==> src/hw/cpuPkg.sv <==
`default_nettype none

// shared types and encodings for the MIPS32 subset core
package cpuPkg;

	// data and address values
	typedef logic [31:0] word;
	// register index
	typedef logic [4:0] regNum;

	// boot address of the core
	localparam word resetVector = 32'hBFC00000;

	//////////////////////////////////////////////////
	// instruction encodings
	//////////////////////////////////////////////////

	// primary opcodes, instr[31:26]
	localparam logic [5:0] opSpecial = 6'h00;
	localparam logic [5:0] opJ = 6'h02;
	localparam logic [5:0] opBeq = 6'h04;
	localparam logic [5:0] opBne = 6'h05;
	localparam logic [5:0] opAddiu = 6'h09;
	localparam logic [5:0] opLui = 6'h0F;
	localparam logic [5:0] opLw = 6'h23;
	localparam logic [5:0] opSw = 6'h2B;

	// function codes under opSpecial, instr[5:0]
	localparam logic [5:0] fnAddu = 6'h21;
	localparam logic [5:0] fnSubu = 6'h23;
	localparam logic [5:0] fnAnd = 6'h24;
	localparam logic [5:0] fnOr = 6'h25;
	localparam logic [5:0] fnSlt = 6'h2A;

	//////////////////////////////////////////////////
	// control encodings
	//////////////////////////////////////////////////

	// alu function, lui shifts operand b up by 16
	typedef enum logic [2:0] {
		aluAdd,
		aluSub,
		aluAnd,
		aluOr,
		aluSlt,
		aluLui
	} aluOp;

	// source of an execute operand
	typedef enum logic [1:0] {
		fwdReg,
		fwdMem,
		fwdWb
	} fwdSel;

endpackage

`default_nettype wire

==> src/hw/pipeBus.sv <==
`default_nettype none
`timescale 1ns/1ns

// decode to execute bundle
interface decodeExecBus;
	cpuPkg::word pc, rsValue, rtValue, immediate;
	cpuPkg::regNum rs, rt, rd;
	cpuPkg::aluOp aluCtl;
	logic aluSrcImm, regDst, regWrite, memToReg, memWrite;

	modport decode (output pc, rsValue, rtValue, immediate, rs, rt, rd,
		aluCtl, aluSrcImm, regDst, regWrite, memToReg, memWrite);
	modport exec (input pc, rsValue, rtValue, immediate, rs, rt, rd,
		aluCtl, aluSrcImm, regDst, regWrite, memToReg, memWrite);
endinterface

// execute to memory bundle
interface execMemBus;
	cpuPkg::word pc, aluResult, storeData;
	cpuPkg::regNum destReg;
	logic regWrite, memToReg, memWrite;

	modport exec (output pc, aluResult, storeData, destReg,
		regWrite, memToReg, memWrite);
	modport mem (input pc, aluResult, storeData, destReg,
		regWrite, memToReg, memWrite);
endinterface

`default_nettype wire

==> src/hw/regFile.sv <==
`default_nettype none
`timescale 1ns/1ns

// 32 general registers, two reads and one write
module regFile (
	input wire clk,
	input wire cpuPkg::regNum readA,
	input wire cpuPkg::regNum readB,
	output cpuPkg::word dataA,
	output cpuPkg::word dataB,
	input wire writeEnable,
	input wire cpuPkg::regNum writeNum,
	input wire cpuPkg::word writeData
);
	cpuPkg::word regs [32];

	// $0 is never stored
	always_ff @(posedge clk) begin
		if (writeEnable && writeNum != '0) begin
			regs[writeNum] <= writeData;
		end
	end

	// $0 reads zero, a same-cycle write is passed straight through
	function automatic cpuPkg::word readPort(input cpuPkg::regNum num);
		if (num == '0) begin
			return '0;
		end
		if (writeEnable && writeNum == num) begin
			return writeData;
		end
		return regs[num];
	endfunction

	always_comb begin
		dataA = readPort(readA);
		dataB = readPort(readB);
	end
endmodule

`default_nettype wire

==> src/hw/fetchDecode.sv <==
`default_nettype none
`timescale 1ns/1ns

// fetch and decode stages, branches resolve here
module fetchDecode #(
	parameter cpuPkg::word resetPc = cpuPkg::resetVector
) (
	input wire clk,
	input wire reset,
	output cpuPkg::word pc,
	input wire cpuPkg::word instr,
	input wire stall,
	input wire fwdDecA,
	input wire fwdDecB,
	input wire cpuPkg::word memResult,
	output logic branchDec,
	output cpuPkg::regNum rsDec,
	output cpuPkg::regNum rtDec,
	output cpuPkg::regNum rfReadA,
	output cpuPkg::regNum rfReadB,
	input wire cpuPkg::word rfDataA,
	input wire cpuPkg::word rfDataB,
	decodeExecBus.decode toExec
);
	cpuPkg::word instrDec, pcDec, pcNext, immDec;
	cpuPkg::word pcDecPlus4, branchTarget, jumpTarget, cmpA, cmpB;
	logic [5:0] opDec, fnDec;
	cpuPkg::aluOp aluCtlDec;
	logic aluSrcImmDec, regDstDec, regWriteDec, memToRegDec, memWriteDec;
	logic beqDec, bneDec, jumpDec, branchTaken;

	//////////////////////////////////////////////////
	// PC and IF/ID registers
	//////////////////////////////////////////////////

	// both hold while stalled
	always_ff @(posedge clk) begin
		if (reset) begin
			pc <= resetPc;
			instrDec <= '0;
		end else if (!stall) begin
			pc <= pcNext;
			instrDec <= instr;
		end
	end

	// pc of the decoded word, payload only
	always_ff @(posedge clk) begin
		if (!stall) begin
			pcDec <= pc;
		end
	end

	//////////////////////////////////////////////////
	// decoder
	//////////////////////////////////////////////////

	assign opDec = instrDec[31:26];
	assign fnDec = instrDec[5:0];
	assign rsDec = instrDec[25:21];
	assign rtDec = instrDec[20:16];
	// 16-bit immediate, sign extended
	assign immDec = {{16{instrDec[15]}}, instrDec[15:0]};

	// unknown words fall through as no-ops
	always_comb begin
		aluCtlDec = cpuPkg::aluAdd;
		aluSrcImmDec = 1'b0;
		regDstDec = 1'b0;
		regWriteDec = 1'b0;
		memToRegDec = 1'b0;
		memWriteDec = 1'b0;
		beqDec = 1'b0;
		bneDec = 1'b0;
		jumpDec = 1'b0;
		case (opDec)
			cpuPkg::opSpecial: begin
				regDstDec = 1'b1;
				regWriteDec = 1'b1;
				case (fnDec)
					cpuPkg::fnAddu: aluCtlDec = cpuPkg::aluAdd;
					cpuPkg::fnSubu: aluCtlDec = cpuPkg::aluSub;
					cpuPkg::fnAnd: aluCtlDec = cpuPkg::aluAnd;
					cpuPkg::fnOr: aluCtlDec = cpuPkg::aluOr;
					cpuPkg::fnSlt: aluCtlDec = cpuPkg::aluSlt;
					// sll $0 and friends write nothing
					default: regWriteDec = 1'b0;
				endcase
			end
			cpuPkg::opAddiu: begin
				aluSrcImmDec = 1'b1;
				regWriteDec = 1'b1;
			end
			cpuPkg::opLui: begin
				aluCtlDec = cpuPkg::aluLui;
				aluSrcImmDec = 1'b1;
				regWriteDec = 1'b1;
			end
			cpuPkg::opLw: begin
				aluSrcImmDec = 1'b1;
				regWriteDec = 1'b1;
				memToRegDec = 1'b1;
			end
			cpuPkg::opSw: begin
				aluSrcImmDec = 1'b1;
				memWriteDec = 1'b1;
			end
			cpuPkg::opBeq: beqDec = 1'b1;
			cpuPkg::opBne: bneDec = 1'b1;
			cpuPkg::opJ: jumpDec = 1'b1;
			default: ;
		endcase
	end

	assign branchDec = beqDec | bneDec;

	//////////////////////////////////////////////////
	// branch compare and next PC
	//////////////////////////////////////////////////

	assign rfReadA = rsDec;
	assign rfReadB = rtDec;
	// alu result of the memory stage may be newer than the register file
	assign cmpA = fwdDecA ? memResult : rfDataA;
	assign cmpB = fwdDecB ? memResult : rfDataB;
	assign branchTaken = (beqDec && cmpA == cmpB) || (bneDec && cmpA != cmpB);

	// targets are relative to the delay slot
	assign pcDecPlus4 = pcDec + 32'd4;
	assign branchTarget = pcDecPlus4 + {immDec[29:0], 2'b00};
	assign jumpTarget = {pcDecPlus4[31:28], instrDec[25:0], 2'b00};

	always_comb begin
		if (jumpDec) begin
			pcNext = jumpTarget;
		end else if (branchTaken) begin
			pcNext = branchTarget;
		end else begin
			pcNext = pc + 32'd4;
		end
	end

	// bundle to execute, writes masked into a bubble on a stall
	assign toExec.pc = pcDec;
	assign toExec.rsValue = rfDataA;
	assign toExec.rtValue = rfDataB;
	assign toExec.immediate = immDec;
	assign toExec.rs = rsDec;
	assign toExec.rt = rtDec;
	assign toExec.rd = instrDec[15:11];
	assign toExec.aluCtl = aluCtlDec;
	assign toExec.aluSrcImm = aluSrcImmDec;
	assign toExec.regDst = regDstDec;
	assign toExec.regWrite = regWriteDec & ~stall;
	assign toExec.memToReg = memToRegDec & ~stall;
	assign toExec.memWrite = memWriteDec & ~stall;
endmodule

`default_nettype wire

==> src/hw/hazardUnit.sv <==
`default_nettype none
`timescale 1ns/1ns

// stall detection and forwarding selects
module hazardUnit (
	input wire cpuPkg::regNum rsDec,
	input wire cpuPkg::regNum rtDec,
	input wire branchDec,
	input wire cpuPkg::regNum rsExec,
	input wire cpuPkg::regNum rtExec,
	input wire cpuPkg::regNum destExec,
	input wire regWriteExec,
	input wire memToRegExec,
	input wire cpuPkg::regNum destMem,
	input wire regWriteMem,
	input wire memToRegMem,
	input wire cpuPkg::regNum destWb,
	input wire regWriteWb,
	output logic stall,
	output logic flushExec,
	output logic fwdDecA,
	output logic fwdDecB,
	output cpuPkg::fwdSel fwdExecA,
	output cpuPkg::fwdSel fwdExecB
);
	logic execHitsDec, memHitsDec, loadStall, branchStall;

	// memory stage wins over writeback, $0 never forwards
	function automatic cpuPkg::fwdSel pickSource(input cpuPkg::regNum src);
		if (src != '0 && regWriteMem && destMem == src) begin
			return cpuPkg::fwdMem;
		end
		if (src != '0 && regWriteWb && destWb == src) begin
			return cpuPkg::fwdWb;
		end
		return cpuPkg::fwdReg;
	endfunction

	assign fwdExecA = pickSource(rsExec);
	assign fwdExecB = pickSource(rtExec);

	// branch compare only takes the memory stage alu result
	assign fwdDecA = rsDec != '0 && regWriteMem && destMem == rsDec;
	assign fwdDecB = rtDec != '0 && regWriteMem && destMem == rtDec;

	// producers that decode reads from
	assign execHitsDec = destExec != '0 && (destExec == rsDec || destExec == rtDec);
	assign memHitsDec = destMem != '0 && (destMem == rsDec || destMem == rtDec);

	// load in execute feeding the next instruction
	assign loadStall = memToRegExec && execHitsDec;
	// branch waits for any execute result and for a load still in memory
	assign branchStall = branchDec &&
		((regWriteExec && execHitsDec) || (memToRegMem && memHitsDec));

	assign stall = loadStall | branchStall;
	assign flushExec = stall;
endmodule

`default_nettype wire

==> src/hw/executeStage.sv <==
`default_nettype none
`timescale 1ns/1ns

// ID/EX register, operand forwarding and alu
module executeStage (
	input wire clk,
	input wire reset,
	input wire flushExec,
	input wire cpuPkg::fwdSel fwdExecA,
	input wire cpuPkg::fwdSel fwdExecB,
	input wire cpuPkg::word memResult,
	input wire cpuPkg::word wbResult,
	decodeExecBus.exec fromDecode,
	execMemBus.exec toMem,
	output cpuPkg::regNum rsExec,
	output cpuPkg::regNum rtExec,
	output cpuPkg::regNum destExec,
	output logic regWriteExec,
	output logic memToRegExec
);
	cpuPkg::word pcEx, rsValueEx, rtValueEx, immEx;
	cpuPkg::word srcA, fwdB, srcB, aluResult;
	cpuPkg::regNum rdEx;
	cpuPkg::aluOp aluCtlEx;
	logic aluSrcImmEx, regDstEx, memWriteEx;

	//////////////////////////////////////////////////
	// ID/EX register
	//////////////////////////////////////////////////

	// flush turns the slot into a bubble
	always_ff @(posedge clk) begin
		if (reset || flushExec) begin
			regWriteExec <= 1'b0;
			memToRegExec <= 1'b0;
			memWriteEx <= 1'b0;
		end else begin
			regWriteExec <= fromDecode.regWrite;
			memToRegExec <= fromDecode.memToReg;
			memWriteEx <= fromDecode.memWrite;
		end
	end

	// payload, meaningless in a bubble
	always_ff @(posedge clk) begin
		pcEx <= fromDecode.pc;
		rsValueEx <= fromDecode.rsValue;
		rtValueEx <= fromDecode.rtValue;
		immEx <= fromDecode.immediate;
		rsExec <= fromDecode.rs;
		rtExec <= fromDecode.rt;
		rdEx <= fromDecode.rd;
		aluCtlEx <= fromDecode.aluCtl;
		aluSrcImmEx <= fromDecode.aluSrcImm;
		regDstEx <= fromDecode.regDst;
	end

	// operand muxes
	always_comb begin
		case (fwdExecA)
			cpuPkg::fwdMem: srcA = memResult;
			cpuPkg::fwdWb: srcA = wbResult;
			default: srcA = rsValueEx;
		endcase
		case (fwdExecB)
			cpuPkg::fwdMem: fwdB = memResult;
			cpuPkg::fwdWb: fwdB = wbResult;
			default: fwdB = rtValueEx;
		endcase
	end

	// immediate for I-type, forwarded rt otherwise
	assign srcB = aluSrcImmEx ? immEx : fwdB;

	// alu
	always_comb begin
		case (aluCtlEx)
			cpuPkg::aluSub: aluResult = srcA - srcB;
			cpuPkg::aluAnd: aluResult = srcA & srcB;
			cpuPkg::aluOr: aluResult = srcA | srcB;
			cpuPkg::aluSlt: aluResult = {31'd0, $signed(srcA) < $signed(srcB)};
			cpuPkg::aluLui: aluResult = {srcB[15:0], 16'h0000};
			default: aluResult = srcA + srcB;
		endcase
	end

	// R-type writes rd, I-type writes rt
	assign destExec = regDstEx ? rdEx : rtExec;

	assign toMem.pc = pcEx;
	assign toMem.aluResult = aluResult;
	assign toMem.storeData = fwdB;
	assign toMem.destReg = destExec;
	assign toMem.regWrite = regWriteExec;
	assign toMem.memToReg = memToRegExec;
	assign toMem.memWrite = memWriteEx;
endmodule

`default_nettype wire

==> src/hw/memWriteback.sv <==
`default_nettype none
`timescale 1ns/1ns

// memory access and writeback stages
module memWriteback (
	input wire clk,
	input wire reset,
	execMemBus.mem fromExec,
	output logic memWrite,
	output cpuPkg::word memAddr,
	output cpuPkg::word writeData,
	input wire cpuPkg::word readData,
	output cpuPkg::word memResult,
	output cpuPkg::regNum destMem,
	output logic regWriteMem,
	output logic memToRegMem,
	output logic wbRegWrite,
	output cpuPkg::regNum wbRegNum,
	output cpuPkg::word wbRegData,
	output cpuPkg::word wbPc
);
	cpuPkg::word pcMem, aluMem, storeMem, pcWb, aluWb, loadWb;
	logic regWriteWb, memToRegWb;

	//////////////////////////////////////////////////
	// EX/MEM register
	//////////////////////////////////////////////////

	always_ff @(posedge clk) begin
		if (reset) begin
			regWriteMem <= 1'b0;
			memToRegMem <= 1'b0;
			memWrite <= 1'b0;
		end else begin
			regWriteMem <= fromExec.regWrite;
			memToRegMem <= fromExec.memToReg;
			memWrite <= fromExec.memWrite;
		end
	end

	always_ff @(posedge clk) begin
		pcMem <= fromExec.pc;
		aluMem <= fromExec.aluResult;
		storeMem <= fromExec.storeData;
		destMem <= fromExec.destReg;
	end

	// data memory answers in the same cycle
	assign memAddr = aluMem;
	assign writeData = storeMem;
	// alu result only since loads are not ready for forwarding yet
	assign memResult = aluMem;

	//////////////////////////////////////////////////
	// MEM/WB register
	//////////////////////////////////////////////////

	always_ff @(posedge clk) begin
		if (reset) begin
			regWriteWb <= 1'b0;
		end else begin
			regWriteWb <= regWriteMem;
		end
	end

	always_ff @(posedge clk) begin
		memToRegWb <= memToRegMem;
		pcWb <= pcMem;
		aluWb <= aluMem;
		loadWb <= readData;
		wbRegNum <= destMem;
	end

	assign wbPc = pcWb;
	assign wbRegData = memToRegWb ? loadWb : aluWb;
	// writes to $0 are dropped here
	assign wbRegWrite = regWriteWb && wbRegNum != '0;
endmodule

`default_nettype wire

==> src/hw/mipsCore.sv <==
`default_nettype none
`timescale 1ns/1ns

// five-stage MIPS32 subset core
module mipsCore #(
	parameter cpuPkg::word resetPc = cpuPkg::resetVector
) (
	input wire clk,
	input wire reset,
	output cpuPkg::word pc,
	input wire cpuPkg::word instr,
	output logic memWrite,
	output cpuPkg::word memAddr,
	output cpuPkg::word writeData,
	input wire cpuPkg::word readData,
	output cpuPkg::word wbPc,
	output logic wbRegWrite,
	output cpuPkg::regNum wbRegNum,
	output cpuPkg::word wbRegData
);
	cpuPkg::regNum rfReadA, rfReadB, rsDec, rtDec;
	cpuPkg::regNum rsExec, rtExec, destExec, destMem;
	cpuPkg::word rfDataA, rfDataB, memResult;
	cpuPkg::fwdSel fwdExecA, fwdExecB;
	logic stall, flushExec, fwdDecA, fwdDecB, branchDec;
	logic regWriteExec, memToRegExec, regWriteMem, memToRegMem;

	decodeExecBus decBus ();
	execMemBus exBus ();

	// register file, written from writeback
	regFile rf (
		.clk(clk), .readA(rfReadA), .readB(rfReadB),
		.dataA(rfDataA), .dataB(rfDataB),
		.writeEnable(wbRegWrite), .writeNum(wbRegNum), .writeData(wbRegData)
	);

	// input side
	fetchDecode #(.resetPc(resetPc)) front (
		.clk(clk), .reset(reset), .pc(pc), .instr(instr), .stall(stall),
		.fwdDecA(fwdDecA), .fwdDecB(fwdDecB), .memResult(memResult),
		.branchDec(branchDec), .rsDec(rsDec), .rtDec(rtDec),
		.rfReadA(rfReadA), .rfReadB(rfReadB), .rfDataA(rfDataA), .rfDataB(rfDataB),
		.toExec(decBus.decode)
	);

	hazardUnit hazard (
		.rsDec(rsDec), .rtDec(rtDec), .branchDec(branchDec),
		.rsExec(rsExec), .rtExec(rtExec), .destExec(destExec),
		.regWriteExec(regWriteExec), .memToRegExec(memToRegExec),
		.destMem(destMem), .regWriteMem(regWriteMem), .memToRegMem(memToRegMem),
		.destWb(wbRegNum), .regWriteWb(wbRegWrite),
		.stall(stall), .flushExec(flushExec), .fwdDecA(fwdDecA), .fwdDecB(fwdDecB),
		.fwdExecA(fwdExecA), .fwdExecB(fwdExecB)
	);

	// processing part
	executeStage exec (
		.clk(clk), .reset(reset), .flushExec(flushExec),
		.fwdExecA(fwdExecA), .fwdExecB(fwdExecB),
		.memResult(memResult), .wbResult(wbRegData),
		.fromDecode(decBus.exec), .toMem(exBus.exec),
		.rsExec(rsExec), .rtExec(rtExec), .destExec(destExec),
		.regWriteExec(regWriteExec), .memToRegExec(memToRegExec)
	);

	// output side
	memWriteback back (
		.clk(clk), .reset(reset), .fromExec(exBus.mem),
		.memWrite(memWrite), .memAddr(memAddr), .writeData(writeData),
		.readData(readData), .memResult(memResult), .destMem(destMem),
		.regWriteMem(regWriteMem), .memToRegMem(memToRegMem),
		.wbRegWrite(wbRegWrite), .wbRegNum(wbRegNum),
		.wbRegData(wbRegData), .wbPc(wbPc)
	);
endmodule

`default_nettype wire

==> config.mk <==
export PLATFORM = sky130hd
export DESIGN_NAME = mipsCore
export DESIGN_NICKNAME = d
export VERILOG_FILES = /design/src/hw/cpuPkg.sv /design/src/hw/pipeBus.sv /design/src/hw/regFile.sv /design/src/hw/fetchDecode.sv /design/src/hw/hazardUnit.sv /design/src/hw/executeStage.sv /design/src/hw/memWriteback.sv /design/src/hw/mipsCore.sv
export SDC_FILE = /design/constraint.sdc
export NUM_CORES = 2
export LEC_CHECK = 0
export BUFFER_PORTS_ARGS = -buffer_cell sky130_fd_sc_hd__buf_2
export CAP_MARGIN = 0
export CORE_MARGIN = 2
export CORE_UTILIZATION = 55
export CTS_CLUSTER_DIAMETER = 80
export CTS_CLUSTER_SIZE = 12
export DETAILED_ROUTE_END_ITERATION = 6
export PLACE_DENSITY = 0.72
export SYNTH_ARGS = -nofsm -noshare
export SYNTH_HDL_FRONTEND = slang
export SYNTH_SLANG_ARGS = --single-unit
==> constraint.sdc <==
create_clock -name clk -period 8.3 [get_ports clk]
set_input_delay 0.83 -clock clk [delete_from_list [all_inputs] [get_ports clk]]
set_output_delay 0.83 -clock clk [all_outputs]
set_load 0.01 [all_outputs]
==> results.yml <==
critical_path:
  worstReg2RegEnd: "back.memAddr[26]"
  path_class: "reg2reg"
  arrival_ns: 8.17
  end_kind: "flip-flop"
  critical_path.startpoint: "back.wbRegNum[1]"
  rrSetupSlack_ns: 0.80
  r2r_start: "back.wbRegNum[1]"
  cp.required_ns: 8.96
  rr_worst_depth: 21
  cp-start-kind: "flip-flop"
  cp_max_fo: 42
  crit_path_end: "back.memAddr[26]"
placed_design:
  place_congestion: 0.972
  port-buffer-count: 232
  dp_hpwl_um: 158000
routing:
  vias_per_cell: 7.03
  drtIter0Drc: 7771
  drtAntennaViolNets: 0
  wl_per_cell_um: 33.6
  drc: 0
  drt-total-wl_um: 250000
  dr_total_vias: 52200
  first_pass_iters: 6
clocking:
  clk_pin_slew_worst_paths_ns: 0.07
  holdBufCountCts: 0
  cts_buffers: 142
  clk_path_buf_depth: 3
  post_cts_buffers: 0
  clkLatencyLatePin_ns: 0.81
  cts_root_buf: "clkbuf_16"
  ctsHtreeMaxLevel: 4
  cts_tree: "built"
  clock-sinks: 1467
  cts_resized: 0
logic_synthesis:
  synthCells: 5433
  async_reset_ff_share_pct: 0
  synth_ff_type: "edfxtp_1"
  yosysUniqueCellTypes: 98
  ys_ff_latch: 1467
  yosys_warnings: 0
  post_synth_instance_area_sq_um: 71900
  syn_area_per_cell_sq_um: 13.2
  synth_edf_count: 1056
  synth-seq-area-share_pct: 55.6
sta:
  final_hold_viol_count: 0
  skew_ns: 0.0425
  drv_slew: 0
  post-route-period-util_pct: 90.4
  period_minus_slack_ns: 7.50
  relSlewSlack_pct: 0.990
  setup-tns-final_ns: 0
  worstMarginPinSlew_ns: 1.49
  setup_viol: 0
  rsz0062_at_grt: "false"
  timing.fmax_mhz: 133
floorplanning:
  die_y_um: 365
  io_pins: 233
  die_w_um: 365
  fp.coreArea_sq_um: 130000
  fp-row-count: 132
  dieArea_sq_um: 134000
  initial_core_util_pct: 55.4
grt:
  track_usage_pct: 37.0
  globalRouteOverflowTotal: 0
  grt_max_degree: 99
  antenna_found_initial: 7
  grt_pass1_wl_um: 352000
  grt_pass1_vias: 49500
finish:
  area_growth_pct: 10.4
  nets: 5821
  fin_util_pct: 61.2
  layout-drive-gt1-share_pct: 19.3
pwr:
  power_density_nw_per_um2: 247
  power.leakage_uw: 0.0277
  peakVddDrop_uv: 188
status:
  status: "completed"
job:
  cap_violations: 0
worst_hold_path:
  hp-class: "in2reg"
worst min-delay path by stage:
stage                           start              end  slack [ns]  cells after the start
detailed placement  exec.toMem.pc[13]   back.pcMem[13]        0.31                      0
global placement       back.pcMem[24]    back.wbPc[24]        0.31                      0
floorplan            exec.toMem.pc[0]    back.pcMem[0]        0.31                      0
global route             readData[16]  back.loadWb[16]        0.12                      1
finish                   readData[12]  back.loadWb[12]        0.14                      1
CTS                      readData[12]  back.loadWb[12]         0.1                      1
metal layers:
metal / vias up / wire, um / global-route usage, %
met5: - / 41 / 0
met4: 6 / 16900 / 21.9
met3: 840 / 34800 / 11.9
met2: 4142 / 109000 / 54.6
met1: 25700 / 89200 / 47.9
li1: 21500 / - / -
critical path, stage by stage (launching register included):
cell,delay [ns]
dfxtp_1,0.79
or4_1,0.28
o21ai_0,0.19
or4_1,0.59
nor4_2,0.53
buf_4,0.49
o21ai_0,0.13
o21ai_0,0.60
fa_1,0.34
nor2b_1,0.16
o21a_1,0.17
o21ai_1,0.10
a211oi_1,0.44
or3_1,0.18
a31o_2,0.18
a221oi_1,0.14
o311ai_1,0.66
a311oi_1,0.34
o31ai_1,0.55
a221o_1,0.22
a211oi_1,0.05
a31o_2,0.22
power breakdown:
group          leakage [uW]  internal (uW)  switching [uW]
Combinational        0.0128           1250            2830
Clock               0.00197           3210            2830
Sequential           0.0130           8960             532
cell usage after synthesis, drive strengths merged, types with 47 or more instances:
library cell / number / share of area (%)
dfxtp: 411 / 11
a211oi: 73 / 0.78
mux4: 385 / 12
edfxtp: 1056 / 44
a221oi: 71 / 0.87
mux2i: 405 / 5.6
inv: 169 / 0.88
clkbuf: 196 / 1.0
nor2: 316 / 1.7
nand3: 116 / 0.81
ha: 127 / 2.2
and3: 62 / 0.54
xnor2: 102 / 1.2
buf: 181 / 1.6
a22oi: 130 / 1.4
nand2: 290 / 1.5
a21oi: 216 / 1.5
o21ai: 270 / 1.9
o22ai: 75 / 0.65
nor3: 92 / 0.64
xor2: 47 / 0.57
nand2b: 51 / 0.44
through the flow:
step | area (sq um) | total power (uW) | instances | setup slack, ns | hold slack (ns)
2_1_floorplan | 72000 | 11700 | 5464 | 1.74 | 0.310
3_3_place_gp | 75200 | 13500 | 7223 | 1.04 | 0.310
3_5_place_dp | 75200 | 13600 | 7223 | 0.948 | 0.312
4_1_cts | 79300 | 19500 | 7425 | 0.900 | 0.0981
5_1_grt | 79300 | 20200 | 7425 | 0.352 | 0.117
6_report | 79300 | 19600 | 7430 | 0.798 | 0.138
flip-flops by register name, summed over array words and instances, names as in the netlist, 3 cells and up, named ones only:
register,count
rf.regs,1024
back.aluWb,32
back.loadWb,32
back.memAddr,32
back.pcMem,32
back.wbPc,32
back.writeData,32
exec.rsValueEx,32
exec.rtValueEx,32
exec.toMem.pc,32
front.instrDec,32
front.pc,32
front.toExec.pc,32
exec.immEx,16
back.destMem,5
back.wbRegNum,5
exec.rsExec,5
exec.rtExec,5
exec.aluCtlEx,3
kinds of logic (layout without fill, tap and decap cells):
logic type                 count (synthesis)  in the layout  share of synthesized area [%]
DFF                                     1467           1467                           55.6
xor gates and xnor gates                 149            149                           1.82
AOI/OAI and AO/OA                       1183           1183                           11.1
muxes                                    820            820                           18.2
buffers and inverters                    548            767                           3.47
other                                      1             37                        0.00522
adders and majority gates                130            130                           2.29
and+or+nand+nor                         1135           1135                           7.58
area by class of cell:
cell class	instances	area (sq um)
clock inverters	21	399
well taps	1742	2180
repair buffers	394	2480
multi-input cells	3449	29900
clock buffers	181	3720
fillers	9789	50300
diodes	5	12.5
inverters	171	642
flip-flops and latches	1467	40000
cell usage in the layout (no fill, tap or decap), drive strengths merged, types with 73 or more instances in the layout:
master,netlist,final
o22ai,75,75
nand2,290,290
mux2i,405,405
buf,181,394
nor2,316,316
dfxtp,411,411
edfxtp,1056,1056
a211oi,73,73
xnor2,102,102
nor3,92,92
ha,127,127
o21ai,270,270
nand3,116,116
a21oi,216,216
a22oi,130,130
mux4,385,385
inv,169,171
clkbuf,196,181
No activity file was read; power rests on OpenSTA's default activity.
